==> src/tile_pkg.sv <==
package tile_pkg;

	// routing tracks on each tile side
	parameter int num_tracks = 4;

	// configuration port widths
	parameter int cfg_addr_w = 32;
	parameter int cfg_data_w = 32;

	// lower half of the address carries the tile id
	parameter int tile_id_w = 16;

	// upper half of the address selects the block
	typedef enum logic [15:0] {
		target_lb = 16'd4,
		target_cb1 = 16'd5,
		target_cb0 = 16'd6,
		target_sb = 16'd7
	} cfg_target_e;

	// logic block operations
	typedef enum logic [1:0] {
		op_and = 2'd0,
		op_or = 2'd1,
		op_xor = 2'd2,
		op_nand = 2'd3
	} lb_op_e;

	// select widths
	parameter int cb_sel_w = 3;
	parameter int sb_sel_w = 2;

endpackage
==> src/pe_tile.sv <==
`timescale 1ns/100ps

module pe_tile #(
	parameter logic [tile_pkg::tile_id_w-1:0] TILE_ID = '0
) (
	input logic clk,
	input logic arst_n,
	input logic config_req,
	input logic [tile_pkg::cfg_addr_w-1:0] config_addr,
	input logic [tile_pkg::cfg_data_w-1:0] config_data,
	output logic config_ack,
	input logic [tile_pkg::num_tracks-1:0] in_wire_0,
	input logic [tile_pkg::num_tracks-1:0] in_wire_1,
	input logic [tile_pkg::num_tracks-1:0] in_wire_2,
	input logic [tile_pkg::num_tracks-1:0] in_wire_3,
	output logic [tile_pkg::num_tracks-1:0] out_wire_0,
	output logic [tile_pkg::num_tracks-1:0] out_wire_1,
	output logic [tile_pkg::num_tracks-1:0] out_wire_2,
	output logic [tile_pkg::num_tracks-1:0] out_wire_3
);

	import tile_pkg::*;

	logic sb_cfg_en;
	logic cb0_cfg_en;
	logic cb1_cfg_en;
	logic lb_cfg_en;
	logic op_0;
	logic op_1;
	logic pe_out;

	config_decoder #(
		.TILE_ID(TILE_ID)
	) decoder (
		.clk(clk),
		.arst_n(arst_n),
		.req(config_req),
		.addr(config_addr),
		.ack(config_ack),
		.sb_cfg_en(sb_cfg_en),
		.cb0_cfg_en(cb0_cfg_en),
		.cb1_cfg_en(cb1_cfg_en),
		.lb_cfg_en(lb_cfg_en)
	);

	// operand 0 from side 0 tracks
	connect_box cb0 (
		.clk(clk),
		.arst_n(arst_n),
		.tracks({out_wire_0, in_wire_0}),
		.cfg_en(cb0_cfg_en),
		.cfg_data(config_data[cb_sel_w-1:0]),
		.block_out(op_0)
	);

	// operand 1 from side 1 tracks
	connect_box cb1 (
		.clk(clk),
		.arst_n(arst_n),
		.tracks({out_wire_1, in_wire_1}),
		.cfg_en(cb1_cfg_en),
		.cfg_data(config_data[cb_sel_w-1:0]),
		.block_out(op_1)
	);

	switch_box sb (
		.clk(clk),
		.arst_n(arst_n),
		.in_wire_0(in_wire_0),
		.in_wire_1(in_wire_1),
		.in_wire_2(in_wire_2),
		.in_wire_3(in_wire_3),
		.pe_out(pe_out),
		.cfg_en(sb_cfg_en),
		.cfg_data(config_data),
		.out_wire_0(out_wire_0),
		.out_wire_1(out_wire_1),
		.out_wire_2(out_wire_2),
		.out_wire_3(out_wire_3)
	);

	logic_block compute_block (
		.clk(clk),
		.arst_n(arst_n),
		.in0(op_0),
		.in1(op_1),
		.cfg_en(lb_cfg_en),
		.cfg_data(config_data[$bits(lb_op_e)-1:0]),
		.result(pe_out)
	);

endmodule

==> src/logic_block.sv <==
`timescale 1ns/100ps

module logic_block (
	input logic clk,
	input logic arst_n,
	input logic in0,
	input logic in1,
	input logic cfg_en,
	input logic [$bits(tile_pkg::lb_op_e)-1:0] cfg_data,
	output logic result
);

	import tile_pkg::*;

	lb_op_e op_q;
	logic op_val;

	// opcode register
	always_ff @(posedge clk or negedge arst_n) begin
		if (!arst_n) begin
			op_q <= op_and;
		end else if (cfg_en) begin
			op_q <= lb_op_e'(cfg_data);
		end
	end

	always_comb begin
		op_val = 1'b0;
		case (op_q)
			op_and: op_val = in0 & in1;
			op_or: op_val = in0 | in1;
			op_xor: op_val = in0 ^ in1;
			op_nand: op_val = ~(in0 & in1);
			default: op_val = 1'b0;
		endcase
	end

	// result register breaks the loop through the switch box
	always_ff @(posedge clk or negedge arst_n) begin
		if (!arst_n) begin
			result <= 1'b0;
		end else begin
			result <= op_val;
		end
	end

endmodule

==> src/switch_box.sv <==
`timescale 1ns/100ps

module switch_box (
	input logic clk,
	input logic arst_n,
	input logic [tile_pkg::num_tracks-1:0] in_wire_0,
	input logic [tile_pkg::num_tracks-1:0] in_wire_1,
	input logic [tile_pkg::num_tracks-1:0] in_wire_2,
	input logic [tile_pkg::num_tracks-1:0] in_wire_3,
	input logic pe_out,
	input logic cfg_en,
	input logic [tile_pkg::cfg_data_w-1:0] cfg_data,
	output logic [tile_pkg::num_tracks-1:0] out_wire_0,
	output logic [tile_pkg::num_tracks-1:0] out_wire_1,
	output logic [tile_pkg::num_tracks-1:0] out_wire_2,
	output logic [tile_pkg::num_tracks-1:0] out_wire_3
);

	import tile_pkg::*;

	localparam int num_sides = 4;

	logic [cfg_data_w-1:0] sel_q;
	logic [num_tracks-1:0] in_side [num_sides];
	logic [num_tracks-1:0] out_side [num_sides];

	// select register with two bits per output track
	always_ff @(posedge clk or negedge arst_n) begin
		if (!arst_n) begin
			sel_q <= '0;
		end else if (cfg_en) begin
			sel_q <= cfg_data;
		end
	end

	assign in_side[0] = in_wire_0;
	assign in_side[1] = in_wire_1;
	assign in_side[2] = in_wire_2;
	assign in_side[3] = in_wire_3;

	for (genvar s = 0; s < num_sides; s++) begin : g_side
		// other sides in increasing order without side s
		localparam int other_0 = (s == 0) ? 1 : 0;
		localparam int other_1 = (s <= 1) ? 2 : 1;
		localparam int other_2 = (s <= 2) ? 3 : 2;

		for (genvar t = 0; t < num_tracks; t++) begin : g_track
			localparam int field = (s * num_tracks + t) * sb_sel_w;

			logic [sb_sel_w-1:0] sel;
			logic [2**sb_sel_w-1:0] cand;

			assign sel = sel_q[field +: sb_sel_w];

			// value 3 takes the processing element output
			assign cand = {
				pe_out,
				in_side[other_2][t],
				in_side[other_1][t],
				in_side[other_0][t]
			};

			assign out_side[s][t] = cand[sel];
		end
	end

	assign out_wire_0 = out_side[0];
	assign out_wire_1 = out_side[1];
	assign out_wire_2 = out_side[2];
	assign out_wire_3 = out_side[3];

endmodule

==> src/connect_box.sv <==
`timescale 1ns/100ps

module connect_box (
	input logic clk,
	input logic arst_n,
	input logic [2*tile_pkg::num_tracks-1:0] tracks,
	input logic cfg_en,
	input logic [tile_pkg::cb_sel_w-1:0] cfg_data,
	output logic block_out
);

	import tile_pkg::*;

	logic [cb_sel_w-1:0] sel_q;

	// select register
	always_ff @(posedge clk or negedge arst_n) begin
		if (!arst_n) begin
			sel_q <= '0;
		end else if (cfg_en) begin
			sel_q <= cfg_data;
		end
	end

	// input tracks at 0..3 and switch box outputs at 4..7
	assign block_out = tracks[sel_q];

endmodule

==> src/config_decoder.sv <==
`timescale 1ns/100ps

module config_decoder #(
	parameter logic [tile_pkg::tile_id_w-1:0] TILE_ID = '0
) (
	input logic clk,
	input logic arst_n,
	input logic req,
	input logic [tile_pkg::cfg_addr_w-1:0] addr,
	output logic ack,
	output logic sb_cfg_en,
	output logic cb0_cfg_en,
	output logic cb1_cfg_en,
	output logic lb_cfg_en
);

	import tile_pkg::*;

	typedef enum logic {
		st_idle,
		st_acked
	} state_e;

	state_e state_q;
	logic [tile_id_w-1:0] addr_id;
	logic [cfg_addr_w-tile_id_w-1:0] addr_target;
	logic hit;

	assign addr_id = addr[tile_id_w-1:0];
	assign addr_target = addr[cfg_addr_w-1:tile_id_w];

	// new request for this tile while idle
	assign hit = (state_q == st_idle) && req && (addr_id == TILE_ID);

	// four-phase handshake
	always_ff @(posedge clk or negedge arst_n) begin
		if (!arst_n) begin
			state_q <= st_idle;
		end else begin
			case (state_q)
				st_idle: if (req) state_q <= st_acked;
				st_acked: if (!req) state_q <= st_idle;
				default: state_q <= st_idle;
			endcase
		end
	end

	assign ack = (state_q == st_acked);

	// enables last one cycle since hit needs idle
	always_ff @(posedge clk or negedge arst_n) begin
		if (!arst_n) begin
			sb_cfg_en <= 1'b0;
			cb0_cfg_en <= 1'b0;
			cb1_cfg_en <= 1'b0;
			lb_cfg_en <= 1'b0;
		end else begin
			sb_cfg_en <= hit && (addr_target == target_sb);
			cb0_cfg_en <= hit && (addr_target == target_cb0);
			cb1_cfg_en <= hit && (addr_target == target_cb1);
			lb_cfg_en <= hit && (addr_target == target_lb);
		end
	end

endmodule

==> config.mk <==
export PLATFORM = sky130hd
export DESIGN_NAME = pe_tile
export DESIGN_NICKNAME = d
export VERILOG_FILES = /design/src/tile_pkg.sv /design/src/pe_tile.sv /design/src/logic_block.sv /design/src/switch_box.sv /design/src/connect_box.sv /design/src/config_decoder.sv
export SDC_FILE = /design/constraint.sdc
export NUM_CORES = 1
export LEC_CHECK = 0
export BUFFER_PORTS_ARGS = -buffer_cell sky130_fd_sc_hd__buf_2
export CORE_UTILIZATION = 40
export CTS_BUF_LIST = sky130_fd_sc_hd__clkbuf_4
export DETAILED_ROUTE_END_ITERATION = 16
export GPL_ROUTABILITY_DRIVEN = 0
export PLACE_DENSITY = 0.65
export SLEW_MARGIN = 5
export SYNTH_ARGS = -nofsm -noshare
export SYNTH_HDL_FRONTEND = slang
export SYNTH_SLANG_ARGS = --single-unit
==> constraint.sdc <==
create_clock -name clk -period 2.96 [get_ports clk]
set_input_delay 0.148 -clock clk [delete_from_list [all_inputs] [get_ports clk]]
set_output_delay 0.148 -clock clk [all_outputs]
set_load 0.02 [all_outputs]
==> insert_results.sql <==
INSERT INTO impl_metrics (metric_group, metric, value, unit) VALUES
('run', 'drv.max_cap_violation_count', '0', ''),
('cells_and_area', 'mostFrequentLayoutCell', 'buf_2', ''),
('cts', 'htreeDepth', '2', ''),
('cells_and_area', 'flow.area_growth_from_synthesis', '29.1', '%'),
('yosys', 'yosysWarningCount', '0', ''),
('drt', 'detailroute.wirelength.met2', '2.54', 'mm'),
('power', 'power.combinational.fraction', '13.3', '%'),
('cts', 'cts-buffers-inserted', '5', ''),
('power', 'p_int', '0.000801', 'W'),
('timing', 'setup-violations-final', '0', ''),
('yosys', 'synthesis.area_per_instance', '15.9', 'um^2'),
('grt', 'wire_length_of_the_first_global_routing_pass', '8.31', 'mm'),
('min_path', 'min_path_cells', '2', ''),
('die', 'floorplan.io_pins', '100', ''),
('placed_design', 'dp_hpwl', '4.01', 'mm'),
('yosys', 'synth_cells', '148', ''),
('min_path', 'hp-class', 'in2reg', ''),
('cts', 'clock-root-buffer', 'clkbuf_4', ''),
('min_path', 'worstHoldStart', 'config_data[9]', ''),
('grt', 'first_global_vias', '1717', ''),
('cts', 'clk_path_buf_depth', '2', ''),
('timing', 'finalWorstPathRequiredPeriod', '2.28', 'ns'),
('worst_setup_path', 'crit_type', 'reg2reg', ''),
('cells_and_area', 'mostFrequentLayoutCells', 'buf_2 (99), dfrtp_1 (46), mux2_2 (40)', ''),
('yosys', 'synth_seq_cells', '46', ''),
('worst_setup_path', 'r2r_cells', '7', ''),
('yosys', 'synth_async_sr_flop_share', '100', '%'),
('cts', 'clock_latency', '0.35', 'ns'),
('cts', 'tritoncts', 'built', ''),
('timing', 'setup_tns', '0', 'ns'),
('drt', 'detail_route.first_pass.iterations', '4', ''),
('timing', 'fin_worst_skew', '0.00779', 'ns'),
('cts', 'postCtsSetupRepairBufs', '0', ''),
('timing', 'achievable-frequency', '439', 'MHz'),
('power', 'power.clock.fraction', '27.2', '%'),
('timing', 'unrepaired_setup_endpoints_after_global_routing', 'false', ''),
('timing', 'relSlewSlack', '32.9', '%'),
('min_path', 'terminating_pin_of_the_worst_hold_path', 'sb.sel_q[9]', ''),
('drt', 'vias', '1734', ''),
('worst_setup_path', 'crit_fanout', '16', ''),
('yosys', 'mappedNetlistArea', '0.00236', 'mm^2'),
('worst_setup_path', 'worst-endpoint-required', '3.21', 'ns'),
('cts', 'clk_transition_reported_paths', '0.13', 'ns'),
('power', 'powerDensity', '349', 'mW/mm^2'),
('yosys', 'synth.net_count', '233', ''),
('die', 'rows', '27', ''),
('yosys', 'count_of_flip_flops_with_a_built_in_enable_after_synthesis', '0', ''),
('yosys', 'ys_types', '27', ''),
('drt', 'vias_per_cell', '5.25', ''),
('cells_and_area', 'number_of_nets_in_the_layout', '342', ''),
('timing', 'tightestPinTransition', '1.01', 'ns'),
('die', 'core_area', '0.00561', 'mm^2'),
('drt', 'detailedRoute.firstIterationViolations', '67', ''),
('yosys', 'postSynth.topFlopCell', 'dfrtp_1', ''),
('die', 'starting_density', '42.1', '%'),
('drt', 'met3WireLength', '329', 'um'),
('drt', 'detail_route.wirelength', '5.23', 'mm'),
('grt', 'globalRouteTotalUtil', '17.5', '%'),
('die', 'die_h', '78.8', 'um'),
('drt', 'remaining_routing_drc_violations', '0', ''),
('timing', 'fin_hold_ws', '0.0217', 'ns'),
('grt', 'grt_antenna_before_repair', '0', ''),
('die', 'die_footprint', '0.00621', 'mm^2'),
('power', 'power_frac_seq', '59.6', '%'),
('drt', 'highest_metal_used', 'met4', ''),
('cells_and_area', 'antenna_cells', '0', ''),
('timing', 'slew_viol_final', '0', ''),
('power', 'p_switching', '0.000261', 'W'),
('cts', 'cts.sink_count', '46', ''),
('run_status', 'status', 'finished clean', ''),
('cells_and_area', 'final_layout_size_suffix_gt1_share', '58.5', '%');
-- cell families after synthesis --
kind of cell,after synthesis,synth area share (%)
mux,60,39.4
simple gates,23,5.99
flops,46,48.8
buf+inv,8,1.75
compound gates,9,3.02
fa+ha+maj,2,1.06
-- layer usage --
layer | vias up | GRT usage (%)
met5 | - | 0
met4 | 0 | 5.37
met3 | 4 | 5.06
met2 | 48 | 27.4
met1 | 865 | 23.6
li1 | 817 | -
-- synth_stat cells (2+ instances only) --
cell type,instances,area share [%]
nor4_1,10,2.7
nor2b_1,2,0.53
dfrtp_1,46,49
inv_1,3,0.48
nor4b_1,2,0.74
a32oi_1,2,0.74
ha_1,2,1.1
mux2i_1,2,0.85
mux2_2,40,19
nand4_1,2,0.53
buf_2,3,0.64
nand2_1,3,0.48
mux4_1,14,16
mux4_2,4,3.8
-- power by group through the flow --
stage / Sequential (W) / Clock [W] / Combinational [W]
floorplan: 0.000644 / 0 / 0.0000472
detailed placement: 0.000644 / 0 / 0.000136
global placement: 0.000645 / 0 / 0.000136
global route: 0.000633 / 0.000323 / 0.000156
CTS: 0.000633 / 0.000302 / 0.000141
finish: 0.000632 / 0.000289 / 0.000141
-- state kept, by name (all words and copies together), names as in the netlist --
| name | flops |
|---|---|
| cb0.sel_q | 3 |
| decoder.cb0_cfg_en | 1 |
| compute_block.op_q | 2 |
| decoder.cb1_cfg_en | 1 |
| decoder.ack | 1 |
| decoder.sb_cfg_en | 1 |
| cb1.sel_q | 3 |
| sb.sel_q | 32 |
| decoder.lb_cfg_en | 1 |
| compute_block.result | 1 |
-- cell type report --
cell class                 instances  area (um^2)  area share (%)
clock buffer                       6         45.0            1.48
timing repair buffer             107          573            18.8
sequential                        46         1150            37.8
inverter                           3         11.3           0.370
tap                               72         90.1            2.96
multi-input combinational         94         1170            38.3
clock inverter                     2         8.76           0.288
-- worst max-delay path: stages (launching register included) --
cell and delay [ns]:
dfrtp_1 0.54, mux4_1 0.55, a32oi_1 0.27, o311ai_0 0.18, ha_1 0.23, nor2b_1 0.13
a211oi_1 0.20, a21oi_1 0.06
-- stage by stage --
step / cell area [um^2] / util (%) / worst slack [ns] / total power (W) / cells
2_1_floorplan: 2360 / - / 0.833 / 0.000691 / 148
3_3_place_gp: 2920 / 52.1 / 0.741 / 0.000781 / 315
3_5_place_dp: 2920 / 52.1 / 0.696 / 0.000781 / 315
4_1_cts: 3030 / 53.9 / 0.678 / 0.00108 / 328
5_1_grt: 3050 / 54.3 / 0.477 / 0.00111 / 330
6_report: 3050 / 54.3 / 0.681 / 0.00106 / 330
-- how the worst max path moves through the flow --
| stage | start | endpoint | slack, ns | depth (start not counted) |
|---|---|---|---|---|
| 6_report | compute_block.result | compute_block.result | 0.68 | 7 |
| 5_1_grt | compute_block.result | compute_block.result | 0.48 | 7 |
| 4_1_cts | compute_block.result | compute_block.result | 0.68 | 7 |
| 3_5_place_dp | compute_block.result | compute_block.result | 0.70 | 7 |
| 3_3_place_gp | compute_block.result | compute_block.result | 0.74 | 7 |
| 2_1_floorplan | compute_block.result | compute_block.result | 0.83 | 8 |
No activity file was read; power rests on OpenSTA's default activity.
